**src/include/prof_defines.svh**
```systemverilog
`ifndef PROF_DEFINES_SVH
`define PROF_DEFINES_SVH

// Trigger addresses in the instrumented wrapper

// First instruction of the wrapper around main
`define WRAP_MAIN_BEGIN 26'h0800100

// Return point after main finishes
`define WRAP_MAIN_END 26'h0800f00

// Memory layout of the profiler data

// Range table with two words per function (lo then hi)
`define RANGE_BASE 32'h0000_1000

// Count area with one word per function
`define COUNT_BASE 32'h0000_2000

`endif

```
**src/hdl/prof_pkg.sv**
```systemverilog
`default_nettype none

package prof_pkg;

	// Soft processor program counter
	localparam int PC_W = 26;

	// Memory side widths
	localparam int DATA_W = 32;
	localparam int ADDR_W = 32;
	localparam int BE_W = DATA_W / 8;

	// Inclusive address range of one function
	typedef struct packed {
		logic [PC_W-1:0] lo;
		logic [PC_W-1:0] hi;
	} range_t;

	// Everything the Avalon master drives
	typedef struct packed {
		logic read;
		logic write;
		logic [ADDR_W-1:0] address;
		logic [DATA_W-1:0] writedata;
		logic [BE_W-1:0] byteenable;
	} avm_req_t;

	// Everything memory returns
	typedef struct packed {
		logic [DATA_W-1:0] readdata;
		logic waitrequest;
		logic readdatavalid;
	} avm_rsp_t;

endpackage

`default_nettype wire

```
**src/hdl/range_match.sv**
```systemverilog
`default_nettype none
`timescale 1ns/1ps

module range_match #(
	parameter int N_FUNCS = 8
) (
	input logic clk,
	input logic reset,
	input logic stall,
	input logic enable,
	input logic [prof_pkg::PC_W-1:0] pc,
	input prof_pkg::range_t ranges [N_FUNCS],
	output logic hit,
	output logic [$clog2(N_FUNCS)-1:0] hit_index
);

	localparam int IW = $clog2(N_FUNCS);

	logic match;
	logic [IW-1:0] match_index;

	// All ranges compared in parallel
	// Walking downward leaves the lowest matching index
	always_comb begin
		match = 1'b0;
		match_index = '0;
		for (int i = N_FUNCS - 1; i >= 0; i--) begin
			if (pc >= ranges[i].lo && pc <= ranges[i].hi) begin
				match = 1'b1;
				match_index = IW'(i);
			end
		end
	end

	// Only unstalled cycles in the window count
	always_ff @(posedge clk) begin
		if (reset) begin
			hit <= 1'b0;
		end else begin
			hit <= match & enable & ~stall;
		end
	end

	always_ff @(posedge clk) begin
		hit_index <= match_index;
	end

endmodule

`default_nettype wire

```
**src/hdl/count_bank.sv**
```systemverilog
`default_nettype none
`timescale 1ns/1ps

module count_bank #(
	parameter int N_FUNCS = 8,
	parameter int CW = 32
) (
	input logic clk,
	input logic reset,
	input logic clear,
	input logic inc,
	input logic [$clog2(N_FUNCS)-1:0] inc_index,
	input logic [$clog2(N_FUNCS)-1:0] rd_index,
	output logic [CW-1:0] rd_data
);

	// One cycle counter per profiled function
	logic [CW-1:0] counters [N_FUNCS];

	// Clear wins over a same-cycle increment
	always_ff @(posedge clk) begin
		if (reset || clear) begin
			for (int i = 0; i < N_FUNCS; i++) begin
				counters[i] <= '0;
			end
		end else if (inc) begin
			// Wraps silently on overflow
			counters[inc_index] <= counters[inc_index] + 1'b1;
		end
	end

	// Read port feeds the write data of the master
	assign rd_data = counters[rd_index];

endmodule

`default_nettype wire

```
**src/hdl/prof_mem_master.sv**
```systemverilog
`default_nettype none
`timescale 1ns/1ps

module prof_mem_master #(
	parameter int N_FUNCS = 8,
	parameter int CW = 32,
	parameter logic [prof_pkg::ADDR_W-1:0] RANGE_BASE = '0,
	parameter logic [prof_pkg::ADDR_W-1:0] COUNT_BASE = '0
) (
	input logic clk,
	input logic reset,
	input logic load_go,
	input logic store_go,

	// Table words as they return
	output logic [prof_pkg::DATA_W-1:0] rd_word,
	output logic rd_valid,
	output logic [$clog2(2*N_FUNCS)-1:0] rd_index,

	// Counter being written
	output logic [$clog2(N_FUNCS)-1:0] wr_index,
	input logic [CW-1:0] wr_data,

	output logic load_done,
	output logic store_done,
	output prof_pkg::avm_req_t avm_req,
	input prof_pkg::avm_rsp_t avm_rsp
);

	localparam int RW = $clog2(2 * N_FUNCS);
	localparam int IW = $clog2(N_FUNCS);
	localparam int AW = prof_pkg::ADDR_W;
	localparam int DW = prof_pkg::DATA_W;
	localparam int N_WORDS = 2 * N_FUNCS;

	typedef enum logic [1:0] {M_IDLE, M_LOAD, M_STORE} mode_t;

	mode_t mode;
	logic [RW:0] issue_cnt;
	logic [RW:0] resp_cnt;
	logic accepted;
	logic last_resp;
	logic last_write;
	logic [AW-1:0] offset;

	// A command is taken when waitrequest is low
	assign accepted = (avm_req.read | avm_req.write) & ~avm_rsp.waitrequest;

	assign rd_valid = (mode == M_LOAD) & avm_rsp.readdatavalid;
	assign rd_word = avm_rsp.readdata;
	assign rd_index = resp_cnt[RW-1:0];
	assign wr_index = issue_cnt[IW-1:0];

	assign last_resp = rd_valid && (resp_cnt == (RW+1)'(N_WORDS - 1));
	assign last_write = avm_req.write && accepted && (issue_cnt == (RW+1)'(N_FUNCS - 1));

	// Word offset moves only on acceptance so the command holds still
	assign offset = AW'(issue_cnt) << 2;

	always_comb begin
		avm_req.read = (mode == M_LOAD) && (issue_cnt < (RW+1)'(N_WORDS));
		avm_req.write = (mode == M_STORE);
		avm_req.address = (mode == M_STORE) ? COUNT_BASE + offset : RANGE_BASE + offset;
		avm_req.writedata = DW'(wr_data);
		avm_req.byteenable = '1;
	end

	always_ff @(posedge clk) begin
		if (reset) begin
			mode <= M_IDLE;
			issue_cnt <= '0;
			resp_cnt <= '0;
			load_done <= 1'b0;
			store_done <= 1'b0;
		end else begin
			load_done <= 1'b0;
			store_done <= 1'b0;
			case (mode)
				M_IDLE: begin
					issue_cnt <= '0;
					resp_cnt <= '0;
					if (load_go) begin
						mode <= M_LOAD;
					end else if (store_go) begin
						mode <= M_STORE;
					end
				end
				M_LOAD: begin
					// Issue and response sides run independently
					if (accepted) begin
						issue_cnt <= issue_cnt + 1'b1;
					end
					if (rd_valid) begin
						resp_cnt <= resp_cnt + 1'b1;
					end
					if (last_resp) begin
						mode <= M_IDLE;
						load_done <= 1'b1;
					end
				end
				M_STORE: begin
					if (accepted) begin
						issue_cnt <= issue_cnt + 1'b1;
					end
					if (last_write) begin
						mode <= M_IDLE;
						store_done <= 1'b1;
					end
				end
				default: mode <= M_IDLE;
			endcase
		end
	end

endmodule

`default_nettype wire

```
**src/hdl/snoop_prof.sv**
```systemverilog
`default_nettype none
`timescale 1ns/1ps

`include "prof_defines.svh"

module snoop_prof #(
	parameter int N_FUNCS = 8,
	parameter int CW = 32
) (
	input logic clk,
	input logic reset,
	input logic [prof_pkg::PC_W-1:0] pc,
	input logic stall,
	input logic init_start,
	output logic init_done,
	input logic retrieve_start,
	output logic retrieve_done,
	output prof_pkg::avm_req_t avm_req,
	input prof_pkg::avm_rsp_t avm_rsp
);

	localparam int RW = $clog2(2 * N_FUNCS);
	localparam int IW = $clog2(N_FUNCS);

	typedef enum logic [1:0] {P_IDLE, P_LOAD, P_COUNT, P_RETRIEVE} phase_t;

	phase_t phase;
	logic init_q;
	logic retrieve_q;
	logic start_load;
	logic start_store;
	logic count_en;
	prof_pkg::range_t ranges [N_FUNCS];
	logic [prof_pkg::DATA_W-1:0] rd_word;
	logic rd_valid;
	logic [RW-1:0] rd_index;
	logic [RW-2:0] load_slot;
	logic [IW-1:0] wr_index;
	logic [CW-1:0] count_value;
	logic hit;
	logic [IW-1:0] hit_index;

	// Rising edges of the requests from the trigger logic
	assign start_load = init_start & ~init_q & (phase == P_IDLE || phase == P_COUNT);
	assign start_store = retrieve_start & ~retrieve_q & (phase == P_COUNT);

	// Counting stops in the cycle retrieve is seen
	assign count_en = (phase == P_COUNT) & ~start_store;

	always_ff @(posedge clk) begin
		if (reset) begin
			phase <= P_IDLE;
			init_q <= 1'b0;
			retrieve_q <= 1'b0;
		end else begin
			init_q <= init_start;
			retrieve_q <= retrieve_start;
			case (phase)
				P_IDLE, P_COUNT: begin
					if (start_load) begin
						phase <= P_LOAD;
					end else if (start_store) begin
						phase <= P_RETRIEVE;
					end
				end
				P_LOAD: begin
					if (init_done) begin
						phase <= P_COUNT;
					end
				end
				P_RETRIEVE: begin
					if (retrieve_done) begin
						phase <= P_IDLE;
					end
				end
				default: phase <= P_IDLE;
			endcase
		end
	end

	// Even words are lo bounds, odd words hi bounds
	assign load_slot = rd_index[RW-1:1];

	always_ff @(posedge clk) begin
		if (rd_valid) begin
			if (rd_index[0]) begin
				ranges[load_slot].hi <= rd_word[prof_pkg::PC_W-1:0];
			end else begin
				ranges[load_slot].lo <= rd_word[prof_pkg::PC_W-1:0];
			end
		end
	end

	range_match #(
		.N_FUNCS(N_FUNCS)
	) matcher (
		.clk(clk),
		.reset(reset),
		.stall(stall),
		.enable(count_en),
		.pc(pc),
		.ranges(ranges),
		.hit(hit),
		.hit_index(hit_index)
	);

	count_bank #(
		.N_FUNCS(N_FUNCS),
		.CW(CW)
	) counters (
		.clk(clk),
		.reset(reset),
		.clear(start_load),
		.inc(hit),
		.inc_index(hit_index),
		.rd_index(wr_index),
		.rd_data(count_value)
	);

	prof_mem_master #(
		.N_FUNCS(N_FUNCS),
		.CW(CW),
		.RANGE_BASE(`RANGE_BASE),
		.COUNT_BASE(`COUNT_BASE)
	) master (
		.clk(clk),
		.reset(reset),
		.load_go(start_load),
		.store_go(start_store),
		.rd_word(rd_word),
		.rd_valid(rd_valid),
		.rd_index(rd_index),
		.wr_index(wr_index),
		.wr_data(count_value),
		.load_done(init_done),
		.store_done(retrieve_done),
		.avm_req(avm_req),
		.avm_rsp(avm_rsp)
	);

endmodule

`default_nettype wire

```
**src/hdl/prof_top.sv**
```systemverilog
`default_nettype none
`timescale 1ns/1ps

`include "prof_defines.svh"

module prof_top #(
	parameter int N_FUNCS = 8,
	parameter int CW = 32
) (
	input logic clk,
	input logic reset,
	input logic [prof_pkg::PC_W-1:0] pc,
	input logic istall,
	input logic dstall,

	// Avalon profile master
	output prof_pkg::avm_req_t avm_req,
	input prof_pkg::avm_rsp_t avm_rsp
);

	logic stall;
	logic init_start;
	logic init_done;
	logic retrieve_start;
	logic retrieve_done;

	// Either pipeline stall freezes the PC
	assign stall = istall | dstall;

	// Trigger PCs set the requests, done pulses clear them
	always_ff @(posedge clk) begin
		if (reset) begin
			init_start <= 1'b0;
			retrieve_start <= 1'b0;
		end else begin
			if (pc == `WRAP_MAIN_BEGIN) begin
				init_start <= 1'b1;
			end else if (init_done) begin
				init_start <= 1'b0;
			end

			if (pc == `WRAP_MAIN_END) begin
				retrieve_start <= 1'b1;
			end else if (retrieve_done) begin
				retrieve_start <= 1'b0;
			end
		end
	end

	snoop_prof #(
		.N_FUNCS(N_FUNCS),
		.CW(CW)
	) snoop (
		.clk(clk),
		.reset(reset),
		.pc(pc),
		.stall(stall),
		.init_start(init_start),
		.init_done(init_done),
		.retrieve_start(retrieve_start),
		.retrieve_done(retrieve_done),
		.avm_req(avm_req),
		.avm_rsp(avm_rsp)
	);

endmodule

`default_nettype wire

```
**config.mk**
```make
export PLATFORM = sky130hd
export DESIGN_NAME = prof_top
export DESIGN_NICKNAME = d
export VERILOG_FILES = /design/src/hdl/prof_pkg.sv /design/src/hdl/range_match.sv /design/src/hdl/count_bank.sv /design/src/hdl/prof_mem_master.sv /design/src/hdl/snoop_prof.sv /design/src/hdl/prof_top.sv
export VERILOG_INCLUDE_DIRS = /design/src /design/src/include
export SDC_FILE = /design/constraint.sdc
export NUM_CORES = 2
export LEC_CHECK = 0
export BUFFER_PORTS_ARGS = -buffer_cell sky130_fd_sc_hd__buf_2
export CORE_ASPECT_RATIO = 0.5
export CORE_MARGIN = 2
export CORE_UTILIZATION = 38
export CTS_CLUSTER_DIAMETER = 30
export DETAILED_ROUTE_END_ITERATION = 12
export PLACE_DENSITY = 0.55
export RECOVER_POWER = 25
export SETUP_SLACK_MARGIN = 0.4
export SYNTH_ARGS = -nofsm -noshare
export SYNTH_HDL_FRONTEND = slang
export SYNTH_SLANG_ARGS = --single-unit
```
**constraint.sdc**
```tcl
create_clock -name clk -period 3.8 [get_ports clk]
set_input_delay 0.95 -clock clk [delete_from_list [all_inputs] [get_ports clk]]
set_output_delay 0.95 -clock clk [all_outputs]
set_load 0.005 [all_outputs]
```
==> run summary <==
======================================================================================
Max cap viols                                                                        2
Final routed DRC violation total                                                     0
Ratio of total power to cell area                                           456 nW/um2
Actual transition at the worst max-transition pin                              1.71 ns
Final max-slew violation count                                                      63
Result of the run                                                         complete, but fails checks
Type of the worst setup path                                              flop to primary output
Fraction of power spent switching nets                                           24.5%
Cell area after layout                                                       49200 um2
Total wire length after detailed routing                                     122000 um
Via/cell ratio                                                                    5.32
Number of global-route vias before repair                                        28889
Hold Fails Final Rpt                                                                 0
Worst hold path startpoint                                                snoop.master.mode[1]
I/O pins                                                                           134
Overall die width                                                               463 um
Clock tree from TritonCTS                                                         done
Post-detail-place hpwl                                                        81600 um
Post-route minimum period                                                      3.38 ns
Leftover overflow at the end of global routing                                       0
Reported leakage power                                                         21.2 nW
Main flop type after synthesis                                                edfxtp_1
Total net switching power                                                      5.50 mW
Gate count of the mapped netlist                                                  3590
Number of buffers created by CTS                                                   136
Number of antenna violations at the first check in global routing                    3
Hold-fix buffers, CTS                                                                0
Worst-case vdd ir drop                                                        0.266 mV
Setup-violating endpoint count in the final report                                   0
Initial detailed-routing violation count                                          2314
Overall fraction of global-route tracks in use                                   22.3%
Required time worst endpoint                                                   2.85 ns
Multiplexer share of the synthesized area                                        7.28%
Total via count after detailed routing                                           29216
Area Overhead vs Synth                                                           23.0%
Area of the die                                                             108000 um2
Unrepaired setup endpoints after global routing                                    yes
Clock group share of total power                                                 54.1%
Type of the worst min-delay path                                          flop to flop
Ant diodes                                                                           0
Ratio of cells with drive above 1 in the final layout                            20.0%
Fraction of the mapped netlist area in simple logic gates                        13.4%
Endpoint class of the critical path                                       primary output
Fin crit share                                                                   88.9%
Post-DR wirelength/cell                                                        22.2 um
Data arrival time of the worst path                                            2.43 ns
Placed Instance Area                                                         43800 um2
Comb pwr share                                                                    7.9%
Largest net degree at the start of global routing                                   69
Core Rows                                                                           84
Number of distinct standard cells referenced by the synthesized netlist             82
Port-buffer cells                                                                   98
Die Height                                                                      233 um
Post-synthesis share of cell area spent on xor and xnor gates                   0.797%
Launch point of the worst reg-to-reg path                                 snoop.matcher.hit_index[0]
Violated checks                                                           max-capacitance violations, max-slew violations
Most common cell after layout, fill and taps aside                              nor2_1
Number of sinks on the clock net                                                   699
Starting utilization of the core area                                            38.2%
Number of enable flip-flop cells after synthesis                                   672
CTS Root Cell                                                                clkbuf_16
Total power                                                                    22.5 mW
Proportion of synthesized chip area in sequential cells                          51.8%
Routability congestion estimate from global placement                            0.898
Count of nets left with antenna violations after detail routing                      0
Cell type with the highest aggregate area in the netlist                      edfxtp_1
Number of storage elements in the synthesis netlist                                699
Total number of yosys warnings                                                       0
Leading cell types by total area after synthesis                          edfxtp_1 (50%), ha_1 (13%), nor2_1 (6.8%)
Compound-Gate Fraction of Synth Area                                             7.27%
H-tree depth                                                                         4
First-pass GRT wire length                                                   179000 um
Share of power burned in registers                                               38.0%
Final worst hold slack                                                        0.485 ns
Number of optimization iterations in the first detailed-route pass                   6
Final #Nets                                                                       4441
Max Buffers Root-to-Sink                                                             3
Commonest cells after routing, fill and taps aside                        nor2_1 (709), edfxtp_1 (672), inv_1 (427), ha_1 (423), buf_4 (233)
Post-synthesis adder-cell area fraction                                          13.2%
Maximum fanout along the worst path                                                  7
Critical Path Start Type                                                          flop
Power Internal                                                                 17.0 mW
Fmax achieved                                                                  296 MHz
Worst slew margin relative to its limit                                         -13.8%
Fill cell total of the finished layout                                            9495
Clk_lat worst skew                                                             0.75 ns
Largest family of logic cells by synthesized area                         simple AND/OR/NAND/NOR gates
Placeable core area                                                         105000 um2
Clock tree skew after final layout                                           0.0370 ns
Portion of synthesized cell area occupied by the leading cell type               50.4%
CTS clk-pin slew, worst paths                                                  0.05 ns
Mean instance size in the synthesized netlist                                 11.1 um2
Cell area after synthesis                                                    40000 um2
Ys async rst share                                                                  0%
======================================================================================
-- layer usage --
layer / vias to the layer above / GRT usage [%] / wire length (um)
met4: 4 / 8.99 / 3810
met3: 238 / 4.02 / 8210
met5: - / 0 / 26
met2: 967 / 37.2 / 57800
met1: 14434 / 28.8 / 52100
li1: 13573 / - / -
-- critical path, cell delays in order, from the launching register on --
cell and delay (ns):
dfxtp_4 0.41, buf_12 0.14, clkbuf_16 0.17, mux4_2 0.51, mux2_2 0.30, buf_2 0.14
-- logic make-up after synthesis --
kind of cell	count (synthesis)
AOI/OAI and AO/OA	448
muxes	169
and+or+nand+nor	1201
other	2
adders and majority gates	423
DFF	699
xor gates and xnor gates	33
buffers and inverters	615
-- power by group through the flow --
stage          combinational [mW]  sequential [mW]  clock [mW]
2_1_floorplan               0.889             8.65           0
3_3_place_gp                 1.61             8.69           0
3_5_place_dp                 1.63             8.70           0
4_1_cts                      1.68             8.55        12.3
5_1_grt                      1.91             8.54        12.7
6_report                     1.77             8.54        12.2
-- state kept, by name, summed over array words and instances (netlist names), 2 cells and up, named ones only --
name,count
snoop.phase,2
snoop.master.issue_cnt,5
snoop.master.mode,2
snoop.counters.counters,256
snoop.matcher.hit_index,3
snoop.ranges,416
snoop.master.resp_cnt,5
-- final timing paths --
check                                   endpoint  slack [ns]  cells after the start
setup / recovery                      avm_req[5]        0.42                      5
hold / removal              snoop.master.mode[1]        0.49                      2
setup reg to reg  snoop.counters.counters[1][31]        0.47                     12
hold reg to reg             snoop.master.mode[1]        0.49                      2
-- final cells by class --
class,instances,area [um2],share of cell area (%)
Clock buffer,154,3490,7.09
Clock inverter,98,1160,2.35
Inverter,429,1610,3.28
Multi-Input combinational cell,2303,17200,34.9
Sequential cell,699,20700,42.1
Tap cell,1419,1780,3.61
Timing Repair Buffer,385,3270,6.65
-- stage by stage --
step | TNS (ns) | worst slack (ns) | std cells | utilization [%]
3_3_place_gp | -1.92 | -0.597 | 5197 | 41.8
5_1_grt | 0 | 0.349 | 5487 | 47.0
4_1_cts | 0 | 0.321 | 5459 | 46.5
6_report | 0 | 0.421 | 5487 | 47.0
2_1_floorplan | 0 | 0.402 | 3617 | -
3_5_place_dp | -2.02 | -0.598 | 5197 | 41.8
-- synthesized netlist by cell type (all sizes together), types with 20 or more instances --
master	count
nor2	730
edfxtp	672
inv	429
ha	423
a21oi	151
nand2	139
clkbuf	115
mux4	93
o21ai	78
nand4	77
buf	71
nand3	50
a21o	48
nand2b	48
mux2	47
and3	34
a211oi	29
mux2i	29
dfxtp	27
a221oi	26
nor3	25
nor2b	20
-- timing repair --
action                     4_1_cts  5_1_grt
hold endpoints to repair         0        0
setup endpoints to repair      189      155
gates cloned                     1        5
pin swaps                        0        9
gates resized for setup         18       61
buffers inserted                 9       23
Note: power is estimated with default switching activity, not from simulation.
